===== src/source/mdecode_params.svh =====
`ifndef MDECODE_PARAMS_SVH
`define MDECODE_PARAMS_SVH

`define MD_INST_W       32
`define MD_VEC_W        10
`define MD_SIZE_W       5           // Width of the size code at the top level

// Instruction field bounds
`define MD_OPCODE_HI    31
`define MD_OPCODE_LO    26
`define MD_RT_HI        20
`define MD_RT_LO        16
`define MD_SA_HI        10
`define MD_SA_LO        6
`define MD_FUNC_HI      5
`define MD_FUNC_LO      0

// Start bits of the metadata slices
`define MD_START_B25    25
`define MD_START_B20    20
`define MD_START_B15    15
`define MD_START_B10    10

// NOP vector is bits 22..16 followed by 10..8
`define MD_NOP_A_HI     22
`define MD_NOP_A_LO     16
`define MD_NOP_B_HI     10
`define MD_NOP_B_LO     8

// Slice lengths shorter than the vector
`define MD_LEN_SIZE_5   5
`define MD_LEN_SIZE_4   4

`endif


===== src/source/mdecode_pkg.sv =====
package mdecode_pkg;

    // Size codes, values fixed by the consumer
    typedef enum logic [2:0] {
        SIZE_0  = 3'd0,
        SIZE_5  = 3'd1,
        SIZE_4  = 3'd2,
        SIZE_10 = 3'd3,
        SIZE_15 = 3'd4,
        SIZE_13 = 3'd5,
        SIZE_19 = 3'd6      // Reserved code, no entry produces it
    } md_size_e;

    // Where the metadata bits are taken from
    typedef enum logic [2:0] {
        FIELD_NONE = 3'd0,  // Zero vector
        FIELD_B25  = 3'd1,
        FIELD_B20  = 3'd2,
        FIELD_B15  = 3'd3,
        FIELD_B10  = 3'd4,
        FIELD_NOP  = 3'd5   // Split field of NOP and SSNOP
    } md_field_e;

endpackage


===== src/source/major_decode.sv =====
`timescale 1ns/10ps
`include "mdecode_params.svh"

module major_decode (
    input  logic [`MD_INST_W-1:0]  inst,
    output logic                   claim,
    output mdecode_pkg::md_size_e  size,
    output mdecode_pkg::md_field_e field,
    output logic                   control
);

    // Opcodes owned by the function-field decoder
    localparam logic [5:0] OP_SPECIAL  = 6'h00;
    localparam logic [5:0] OP_COP1X    = 6'h13;
    localparam logic [5:0] OP_SPECIAL2 = 6'h1c;
    localparam logic [5:0] OP_SPECIAL3 = 6'h1f;

    localparam logic [5:0] OP_REGIMM   = 6'h01;
    localparam logic [5:0] OP_LUI      = 6'h0f;
    localparam logic [4:0] RT_SYNCI    = 5'h1f;

    logic [5:0] opcode;
    logic [4:0] rt;

    assign opcode = inst[`MD_OPCODE_HI:`MD_OPCODE_LO];
    assign rt     = inst[`MD_RT_HI:`MD_RT_LO];

    assign claim = !(opcode == OP_SPECIAL || opcode == OP_COP1X ||
                     opcode == OP_SPECIAL2 || opcode == OP_SPECIAL3);

    always_comb begin
        size    = mdecode_pkg::SIZE_0;
        field   = mdecode_pkg::FIELD_NONE;
        control = 1'b0;

        case (opcode)
            OP_REGIMM: begin
                case (rt)
                    5'h00, 5'h01, 5'h02, 5'h03: begin // BLTZ, BGEZ and likely forms
                        control = 1'b1;
                    end
                    5'h10, 5'h11, 5'h12, 5'h13: begin // And-link forms
                        control = 1'b1;
                    end
                    RT_SYNCI: begin
                        size  = mdecode_pkg::SIZE_15;
                        field = mdecode_pkg::FIELD_B25;
                    end
                    default: ;  // Traps and reserved
                endcase
            end

            6'h02, 6'h03, 6'h04, 6'h05: begin // J, JAL, BEQ, BNE
                control = 1'b1;
            end

            6'h14, 6'h15, 6'h1d: begin // BEQL, BNEL, JALX
                control = 1'b1;
            end

            6'h06, 6'h07: begin // BLEZ, BGTZ
                size  = mdecode_pkg::SIZE_5;
                field = mdecode_pkg::FIELD_B20;
            end

            6'h16, 6'h17: begin // BLEZL, BGTZL
                size    = mdecode_pkg::SIZE_5;
                field   = mdecode_pkg::FIELD_B20;
                control = 1'b1;
            end

            OP_LUI: begin
                size  = mdecode_pkg::SIZE_5;
                field = mdecode_pkg::FIELD_B25;
            end

            default: ;  // Immediates, loads, stores, coprocessor ops
        endcase
    end

endmodule


===== src/source/mdecode_top.sv =====
`timescale 1ns/10ps
`include "mdecode_params.svh"

module mdecode_top (
    input  logic                   clk,
    input  logic                   reset,
    input  logic [`MD_INST_W-1:0]  inst,
    input  logic                   inst_valid,
    output logic [`MD_SIZE_W-1:0]  metadata_size,
    output logic [`MD_VEC_W-1:0]   metadata_vector,
    output logic                   is_control,
    output logic                   md_valid
);

    logic [`MD_INST_W-1:0]  inst_q;
    logic                   inst_valid_q;

    logic                   sp_claim;
    mdecode_pkg::md_size_e  sp_size;
    mdecode_pkg::md_field_e sp_field;
    logic                   sp_control;
    logic                   mj_claim;
    mdecode_pkg::md_size_e  mj_size;
    mdecode_pkg::md_field_e mj_field;
    logic                   mj_control;

    mdecode_pkg::md_size_e  ext_size;
    logic [`MD_VEC_W-1:0]   ext_vector;
    logic                   ext_control;

    // Input stage
    always_ff @(posedge clk) begin
        if (reset) begin
            inst_valid_q <= 1'b0;
        end else begin
            inst_valid_q <= inst_valid;
        end
        if (inst_valid) begin
            inst_q <= inst;
        end
    end

    special_decode u_special (.inst(inst_q), .claim(sp_claim), .size(sp_size),
                              .field(sp_field), .control(sp_control));

    major_decode u_major (.inst(inst_q), .claim(mj_claim), .size(mj_size),
                          .field(mj_field), .control(mj_control));

    metadata_extract u_extract (
        .inst(inst_q),
        .special_claim(sp_claim), .special_size(sp_size),
        .special_field(sp_field), .special_control(sp_control),
        .major_claim(mj_claim), .major_size(mj_size),
        .major_field(mj_field), .major_control(mj_control),
        .size(ext_size), .vector(ext_vector), .control(ext_control)
    );

    // Output stage holds the last result between valid items
    always_ff @(posedge clk) begin
        if (reset) begin
            metadata_size   <= '0;
            metadata_vector <= '0;
            is_control      <= 1'b0;
            md_valid        <= 1'b0;
        end else begin
            md_valid <= inst_valid_q;
            if (inst_valid_q) begin
                metadata_size   <= {{(`MD_SIZE_W - $bits(ext_size)){1'b0}}, ext_size};
                metadata_vector <= ext_vector;
                is_control      <= ext_control;
            end
        end
    end

endmodule


===== src/source/metadata_extract.sv =====
`timescale 1ns/10ps
`include "mdecode_params.svh"

module metadata_extract (
    input  logic [`MD_INST_W-1:0]  inst,
    input  logic                   special_claim,
    input  mdecode_pkg::md_size_e  special_size,
    input  mdecode_pkg::md_field_e special_field,
    input  logic                   special_control,
    input  logic                   major_claim,
    input  mdecode_pkg::md_size_e  major_size,
    input  mdecode_pkg::md_field_e major_field,
    input  logic                   major_control,
    output mdecode_pkg::md_size_e  size,
    output logic [`MD_VEC_W-1:0]   vector,
    output logic                   control
);

    mdecode_pkg::md_field_e sel_field;
    logic [`MD_VEC_W-1:0]   window;

    always_comb begin
        if (special_claim) begin
            size      = special_size;
            sel_field = special_field;
            control   = special_control;
        end else if (major_claim) begin
            size      = major_size;
            sel_field = major_field;
            control   = major_control;
        end else begin
            size      = mdecode_pkg::SIZE_0;
            sel_field = mdecode_pkg::FIELD_NONE;
            control   = 1'b0;
        end
    end

    // Top-aligned 10-bit window from the start bit
    always_comb begin
        case (sel_field)
            mdecode_pkg::FIELD_B25: window = inst[`MD_START_B25 -: `MD_VEC_W];
            mdecode_pkg::FIELD_B20: window = inst[`MD_START_B20 -: `MD_VEC_W];
            mdecode_pkg::FIELD_B15: window = inst[`MD_START_B15 -: `MD_VEC_W];
            mdecode_pkg::FIELD_B10: window = inst[`MD_START_B10 -: `MD_VEC_W];
            mdecode_pkg::FIELD_NOP: window = {inst[`MD_NOP_A_HI:`MD_NOP_A_LO],
                                              inst[`MD_NOP_B_HI:`MD_NOP_B_LO]};
            default:                window = '0;
        endcase
    end

    // Short slices end above the window, so drop their lower bits
    always_comb begin
        case (size)
            mdecode_pkg::SIZE_5: vector = window >> (`MD_VEC_W - `MD_LEN_SIZE_5);
            mdecode_pkg::SIZE_4: vector = window >> (`MD_VEC_W - `MD_LEN_SIZE_4);
            default:             vector = window;
        endcase
    end

endmodule


===== src/source/special_decode.sv =====
`timescale 1ns/10ps
`include "mdecode_params.svh"

module special_decode (
    input  logic [`MD_INST_W-1:0]  inst,
    output logic                   claim,
    output mdecode_pkg::md_size_e  size,
    output mdecode_pkg::md_field_e field,
    output logic                   control
);

    localparam logic [5:0] OP_SPECIAL  = 6'h00;
    localparam logic [5:0] OP_COP1X    = 6'h13;
    localparam logic [5:0] OP_SPECIAL2 = 6'h1c;
    localparam logic [5:0] OP_SPECIAL3 = 6'h1f;

    localparam logic [5:0] FN_BSHFL    = 6'h20;
    localparam logic [5:0] FN_RDHWR    = 6'h3b;
    localparam logic [5:0] FN_PREFX    = 6'h0f;
    localparam logic [4:0] SA_SEB      = 5'b10000;
    localparam logic [4:0] SA_SEH      = 5'b11000;

    localparam logic [`MD_INST_W-1:0] INST_NOP   = 32'h0000_0000;
    localparam logic [`MD_INST_W-1:0] INST_SSNOP = 32'h0000_0040;

    logic [5:0] opcode;
    logic [5:0] func;
    logic [4:0] sa;

    assign opcode = inst[`MD_OPCODE_HI:`MD_OPCODE_LO];
    assign func   = inst[`MD_FUNC_HI:`MD_FUNC_LO];
    assign sa     = inst[`MD_SA_HI:`MD_SA_LO];

    assign claim = (opcode == OP_SPECIAL) || (opcode == OP_COP1X) ||
                   (opcode == OP_SPECIAL2) || (opcode == OP_SPECIAL3);

    always_comb begin
        size    = mdecode_pkg::SIZE_0;
        field   = mdecode_pkg::FIELD_NONE;
        control = 1'b0;

        case (opcode)
            OP_SPECIAL: begin
                case (func)
                    6'h00, 6'h03, 6'h38, 6'h3a, 6'h3b, 6'h3c, 6'h3e, 6'h3f: begin // Shifts by sa
                        size  = mdecode_pkg::SIZE_5;
                        field = mdecode_pkg::FIELD_B25;
                    end
                    6'h02: begin // SRL
                        size  = mdecode_pkg::SIZE_4;
                        field = mdecode_pkg::FIELD_B25;
                    end
                    6'h04, 6'h07, 6'h0a, 6'h0b, 6'h10, 6'h12, 6'h14, 6'h16, 6'h17: begin
                        size  = mdecode_pkg::SIZE_5;
                        field = mdecode_pkg::FIELD_B10;
                    end
                    6'h06: begin // SRLV
                        size  = mdecode_pkg::SIZE_4;
                        field = mdecode_pkg::FIELD_B10;
                    end
                    6'h08: begin // JR
                        size    = mdecode_pkg::SIZE_10;
                        field   = mdecode_pkg::FIELD_B20;
                        control = 1'b1;
                    end
                    6'h09: begin // JALR
                        size    = mdecode_pkg::SIZE_5;
                        field   = mdecode_pkg::FIELD_B20;
                        control = 1'b1;
                    end
                    6'h0f: begin // SYNC
                        size  = mdecode_pkg::SIZE_15;
                        field = mdecode_pkg::FIELD_B25;
                    end
                    6'h11, 6'h13: begin // MTHI, MTLO
                        size  = mdecode_pkg::SIZE_15;
                        field = mdecode_pkg::FIELD_B20;
                    end
                    6'h18, 6'h19, 6'h1a, 6'h1b, 6'h1c, 6'h1d, 6'h1e, 6'h1f: begin // Mul and div
                        size  = mdecode_pkg::SIZE_10;
                        field = mdecode_pkg::FIELD_B15;
                    end
                    6'h20, 6'h21, 6'h22, 6'h23, 6'h24, 6'h25, 6'h26, 6'h27,
                    6'h2a, 6'h2b, 6'h2c, 6'h2d, 6'h2e, 6'h2f: begin // Three-register ALU ops
                        size  = mdecode_pkg::SIZE_5;
                        field = mdecode_pkg::FIELD_B10;
                    end
                    default: ;
                endcase
            end

            OP_SPECIAL2: begin
                case (func)
                    6'h00: begin // MADD
                        size  = mdecode_pkg::SIZE_5;
                        field = mdecode_pkg::FIELD_B15;
                    end
                    6'h01, 6'h04, 6'h05: begin // MADDU, MSUB, MSUBU
                        size  = mdecode_pkg::SIZE_10;
                        field = mdecode_pkg::FIELD_B15;
                    end
                    6'h02, 6'h20, 6'h21: begin // MUL, CLZ, CLO
                        size  = mdecode_pkg::SIZE_5;
                        field = mdecode_pkg::FIELD_B10;
                    end
                    default: ;
                endcase
            end

            OP_SPECIAL3: begin
                if (func == FN_BSHFL && (sa == SA_SEB || sa == SA_SEH)) begin
                    size  = mdecode_pkg::SIZE_5;
                    field = mdecode_pkg::FIELD_B25;
                end else if (func == FN_RDHWR) begin
                    size  = mdecode_pkg::SIZE_5;
                    field = mdecode_pkg::FIELD_B10;
                end
            end

            OP_COP1X: begin
                if (func == FN_PREFX) begin
                    size  = mdecode_pkg::SIZE_5;
                    field = mdecode_pkg::FIELD_B10;
                end
            end

            default: ;
        endcase

        // NOP and SSNOP carry the wider split field
        if (inst == INST_NOP || inst == INST_SSNOP) begin
            size  = mdecode_pkg::SIZE_13;
            field = mdecode_pkg::FIELD_NOP;
        end
    end

endmodule


===== config.mk =====
export PLATFORM = sky130hd
export DESIGN_NAME = mdecode_top
export DESIGN_NICKNAME = d
export VERILOG_FILES = /design/src/source/mdecode_pkg.sv /design/src/source/major_decode.sv /design/src/source/mdecode_top.sv /design/src/source/metadata_extract.sv /design/src/source/special_decode.sv
export VERILOG_INCLUDE_DIRS = /design/src /design/src/source
export SDC_FILE = /design/constraint.sdc
export NUM_CORES = 1
export LEC_CHECK = 0
export BUFFER_PORTS_ARGS = -buffer_cell sky130_fd_sc_hd__buf_2
export CORE_ASPECT_RATIO = 0.75
export CORE_MARGIN = 2
export CORE_UTILIZATION = 50
export DETAILED_ROUTE_END_ITERATION = 8
export PLACE_DENSITY_LB_ADDON = 0.15
export SLEW_MARGIN = 20
export SYNTH_ARGS = -nofsm -noshare
export SYNTH_HDL_FRONTEND = slang
export SYNTH_SLANG_ARGS = --single-unit

===== constraint.sdc =====
create_clock -name clk -period 2.2 [get_ports clk]
set_input_delay 0.44 -clock clk [delete_from_list [all_inputs] [get_ports clk]]
set_output_delay 0.44 -clock clk [all_outputs]
set_load 0.005 [all_outputs]

== Yosys cells after proc, flatten, opt, wreduce, memory -nomap -nowiden ==
Cells that the tools add are included.

* RAM bits: 0
* Input port bits: 35
* Word-level logic and storage cells: 141
* Memories: 0
* Memory bits (read-only): 0
* Flip-flop bits (word level): 48
* Output and inout port bits: 17
* Latch bits: 0

* Divide/modulo/power cells: 0
* Reduce and logical (&&, ||, !) cells: 27
* Multiplexer cells: 27
* $mul: 0
* Order comparisons: 0
* Bitwise operators: 0
* Shift-type cells: 0
* Equality and inequality tests: 81
* Add/sub/neg operators: 0

{| class="wikitable"
|+ Operators by type and width
! operator !! count
|-
| $eq A6 B5 Y1 const B || 23
|-
| $eq A6 B6 Y1 const B || 20
|-
| $pmux W10 S5 || 1
|-
| $eq A6 B3 Y1 const B || 8
|-
| $pmux W3 S4 || 4
|-
| $eq A6 B4 Y1 const B || 6
|-
| $eq A5 B5 Y1 const B || 7
|-
| $eq A32 B7 Y1 const B || 1
|-
| $logic_not A32 Y1 || 1
|-
| $reduce_or A32 Y1 || 1
|-
| $mux W3 || 9
|-
| $eq A6 B2 Y1 const B || 4
|-
| $reduce_or A24 Y1 || 1
|-
| $pmux W10 S2 || 1
|-
| $reduce_or A9 Y1 || 2
|-
| $reduce_or A4 Y1 || 4
|-
| $reduce_or A8 Y1 || 2
|-
| $eq A6 B1 Y1 const B || 2
|-
| $logic_not A6 Y1 || 2
|-
| $pmux W3 S2 || 2
|-
| $eq A5 B2 Y1 const B || 2
|-
| $reduce_or A10 Y1 || 1
|-
| $eq A3 B2 Y1 const B || 3
|-
| $pmux W3 S3 || 1
|-
| 12 further kinds || 27
|}

== Depth between registers and ports, before layout ==
* Word-level depth: 10
* Gate-level depth with buffers: 11
* Mapped depth without buffers: 8

== Hierarchy ==
From an unflattened synthesis, not the netlist that was laid out.

* Cells, all modules: 298
* Area, all modules: 2,987.9 µm²

{| class="wikitable"
|+ By module, submodules not included
! module !! seq. area each (µm²) !! area each (µm²) !! instances !! cells an instance
|-
| mdecode_top || 1,281.2 || 1,541.5 || 1 || 84
|-
| metadata_extract || 0.0 || 703.2 || 1 || 98
|-
| special_decode || 0.0 || 530.5 || 1 || 84
|-
| major_decode || 0.0 || 212.7 || 1 || 32
|}

== Least setup slack after synthesis ==
Ideal clock, no wire load.

* Kind: register to register
* Start: register inst_q[30]
* End: register metadata_vector[2]
* Arrival time: 2.316 ns
* Data required time: 2.066 ns
* Buffers on the path: 1
* Clock period less this slack: 2.450 ns
* Cell stages (with the launch flop): 10
* Setup time: 0.134 ns
* Slack: -0.250 ns
* Cells stage by stage: edfxtp_1 buf_6 nor3_4 nor2_2 or3_1 a221o_1 o21ai_1 mux2_2 a221oi_1 a211oi_1

* Longest elaborated chain between the ends: 8

{| class="wikitable"
|+ Ends and longest elaborated chain
! what !! RTL line !! source
|-
| from (decl) || mdecode_top.sv:15 || <nowiki>logic [`MD_INST_W-1:0] inst_q;</nowiki>
|-
| from (signal assigned) || mdecode_top.sv:39 || <nowiki>inst_q <= inst;</nowiki>
|-
| parallel branches: the longest is 7 deep, another holds $pmux W10 S5 || - ||
|-
| $pmux W10 S2 (*) || metadata_extract.sv:53 || <nowiki>case (size)</nowiki>
|-
| to (signal assigned) || mdecode_top.sv:69 || <nowiki>metadata_vector <= ext_vector;</nowiki>
|-
| to (decl) || mdecode_top.sv:10 || <nowiki>output logic [`MD_VEC_W-1:0] metadata_vector,</nowiki>
|}

Every way passes the cells marked *.
A chain may end at the register's enable or synchronous reset.

== Worst setup path after layout ==
* Start: register inst_q[1]
* End: register metadata_vector[2]

* Longest elaborated chain between the ends: 9

{| class="wikitable"
|+ Ends and longest elaborated chain
! what !! RTL line !! source
|-
| $eq A6 B3 Y1, or another cell as far along || special_decode.sv:44 || <nowiki>case (func)</nowiki>
|-
| $reduce_or A24 Y1 (no source line), or another cell as far along || - ||
|-
| $pmux W3 S4, or another cell as far along || special_decode.sv:44 ||
|-
| $pmux W3 S4 || special_decode.sv:42 || <nowiki>case (opcode)</nowiki>
|-
| $mux W3 || special_decode.sv:131 || <nowiki>if (inst == INST_NOP || inst == INST_SSNOP) begin</nowiki>
|-
| $mux W3 || metadata_extract.sv:23 || <nowiki>if (special_claim) begin</nowiki>
|-
| $eq A3 B3 Y1, or another cell as far along || metadata_extract.sv:40 || <nowiki>case (sel_field)</nowiki>
|-
| $pmux W10 S5 || metadata_extract.sv:40 ||
|-
| $pmux W10 S2 (*) || metadata_extract.sv:53 ||
|}

Mark *: on every way between the ends. The rest lies on a longest branch, timed or not.

==> results.sh <==
export IMPL_status="complete, but fails checks"
export IMPL_failed_checks="negative setup slack"
export IMPL_htree_levels=2
export IMPL_worstSetupPathType="reg -> reg"
export IMPL_grt_util_all_layers=0.249
export IMPL_gp_congestion=0.958
export IMPL_async_reset_ff_frac=0
export IMPL_routedWlPerCell_um=14.4
export IMPL_synth_area_leaders="edfxtp_1 36%, dfxtp_1 12%, nand2_1 4.0%"
export IMPL_power_density_nw_per_um2=560
export IMPL_cts_tree="done"
export IMPL_worst_slack_ns=-0.341
export IMPL_clkTransAtPathRegs_ns=0.09
export IMPL_hold_violations=0
export IMPL_synth_cell_area_um2=2710
export IMPL_synthCells=271
export IMPL_crit_path_top_delay_cell="edfxtp_1"
export IMPL_post_dp_cell_area_um2=3580
export IMPL_route_detailed_drc=0
export IMPL_rsz0062_at_grt="yes"
export IMPL_first_iter_violations=282
export IMPL_cellLeakagePower_uw=0.00162
export IMPL_drive_gt1_frac=0.448
export IMPL_synth_distinct_cells=67
export IMPL_totalWireLength_um=6860
export IMPL_crit_chain="buf_4, nor3b_1, o2111ai_1, o41ai_4, a21o_4, buf_4, a22o_1, mux2_4, a221oi_2, a211oi_1"
export IMPL_critPathMaxStageDelay_ns=0.42
export IMPL_rows=23
export IMPL_yosysTopAreaCellShare=0.355
export IMPL_hpwl_um=5300
export IMPL_worstPathArrival_ns=2.72
export IMPL_drtPass1Iterations=6
export IMPL_fp_dieW_um=89.0
export IMPL_layoutNonFillerInstCount=477
export IMPL_grt_pass1_vias=2446
export IMPL_stdcell_area_um2=3860
export IMPL_min_period_over_period=1.15
export IMPL_numCtsBuffers=5
export IMPL_regArea_um2=1280
export IMPL_worst_path_most_repeated_cell="buf_4"
export IMPL_post_place_cells=460
export IMPL_yosysTopAreaCell="edfxtp_1"
export IMPL_die_h_um=67.7
export IMPL_ant_nets=0
export IMPL_finalPower_uw=2160
export IMPL_critPathRequiredTime_ns=2.38
export IMPL_cp_end_kind="flip-flop"
export IMPL_synthFlopType="edfxtp_1"
export IMPL_maxCapViolCount=0
export IMPL_worst_slew_pin_slew_ns=0.689
export IMPL_yosysSeqAreaShare=0.473
export IMPL_utilization=0.730
export IMPL_grt_start_max_net_pins=34
export IMPL_synth_common_cells="32 x edfxtp_1, 29 x nand2_1, 26 x nor2_1"
export IMPL_viasPerCell=5.47
export IMPL_finalCriticalPeriod_ns=2.54
export IMPL_start_kind="flip-flop"
export IMPL_synth_edf_count=32
export IMPL_yosysMostFrequentCell="edfxtp_1"
export IMPL_vdd_ir_drop_worst_mv=0.406
export IMPL_avgSynthCellArea_um2=9.99
export IMPL_multi_input_area_um2=1400
export IMPL_final_nets=436
export IMPL_die_area_um2=6020
export IMPL_worstSkewPairLatency_ns=0.29
export IMPL_num_fill_cells=433
export IMPL_drv_slew=0
export IMPL_setup_viol=11
export IMPL_overflow=0
export IMPL_ys_ff_latch=48
export IMPL_fin_worst_skew_ns=0.00716
export IMPL_ios=52
export IMPL_yosys_warnings=0
export IMPL_crit_fanout=14
export IMPL_relSlewSlack=0.540
export IMPL_vias=2609
export IMPL_core_area_um2=5300
export IMPL_cts_sinks=48
export IMPL_fmax_mhz=394
export IMPL_diodes=0
export IMPL_initial_utilization=0.511
export IMPL_cts_buffer_depth=2
export IMPL_hp_class="in -> reg"
export IMPL_antenna_found_initial=0
export IMPL_area_delta_synth_final_pct=42.8
export IMPL_cts_root_buf="clkbuf_8"
export IMPL_grt_pass1_wl_um=11400
export IMPL_io_buffers=49
report_power, final:
part | leakage (uW) | internal (uW) | total (uW) | switching [uW]
sequential | 0.000444 | 1030 | 1080 | 51.9
combinational | 0.00112 | 244 | 466 | 222
clock | 0.0000552 | 337 | 619 | 282
state kept, by name, summed over array words and instances (netlist names):
signal / flops
metadata_size: 3
md_valid: 1
metadata_vector: 10
is_control: 1
inst_valid_q: 1
inst_q: 32
worst max-delay path: cells and delay by family, from the launching register on:
| kind | cells | cell delay, ns |
|---|---|---|
| mux | 1 | 0.28 |
| flops | 1 | 0.42 |
| simple gates | 1 | 0.15 |
| buf+inv | 2 | 0.36 |
| compound gates | 6 | 1.21 |
cell families after synthesis:
family          Yosys count  synth area share
mux                       8            0.0347
compound gates           83             0.237
other cells               1           0.00139
buf+inv                  27            0.0513
flops                    48             0.473
simple gates            104             0.203
worst paths after layout:
path	slack, ns	depth (start not counted)	endpoint	startpoint
setup reg to reg	-0.34	10	metadata_vector[2]	inst_q[1]
hold reg to reg	0.46	2	is_control	is_control
hold / removal	0.31	1	inst_q[10]	inst[10]
setup / recovery	-0.34	10	metadata_vector[2]	inst_q[1]
placed cells by master (no fill, tap or decap), types with 5 or more instances in the layout:
cell type   n
clkbuf_8    5
dfxtp_1    16
a21oi_1    11
nand2_1    29
nand3_1     5
a211oi_1    7
edfxtp_1   32
inv_1       6
a22oi_1     5
nor2b_1     6
nor2_1     25
buf_2      50
buf_4      90
o211ai_1    6
layer usage:
layer  track usage  vias up  share of wire
met5             0        -              0
met4        0.0690        0         0.0055
met3        0.0465        4          0.076
met2         0.380      122           0.43
met1         0.365     1187           0.49
li1              -     1296              -
stage by stage:
step	hold WS [ns]	TNS (ns)	setup slack, ns
after floorplan	0.457	-0.977	-0.182
after global placement	0.452	-2.60	-0.301
after detailed placement	0.455	-3.19	-0.358
after CTS	0.309	-2.44	-0.285
after global routing	0.300	-4.25	-0.480
final	0.314	-2.81	-0.341
cell type report:
type,instances,share of cell area
Multi-Input combinational cell,197,0.362
Clock inverter,2,0.00907
Tap cell,75,0.0243
Inverter,6,0.00583
Timing Repair Buffer,143,0.248
Sequential cell,48,0.332
Clock buffer,6,0.0188
what timing repair did:
action / CTS / global route
setup endpoints to repair: 11 / 12
pin swaps: 10 / 4
setup buffers: 9 / 0
hold buffers: 0 / 0
resized for setup: 15 / 6
No activity file was read; power rests on OpenSTA's default activity.
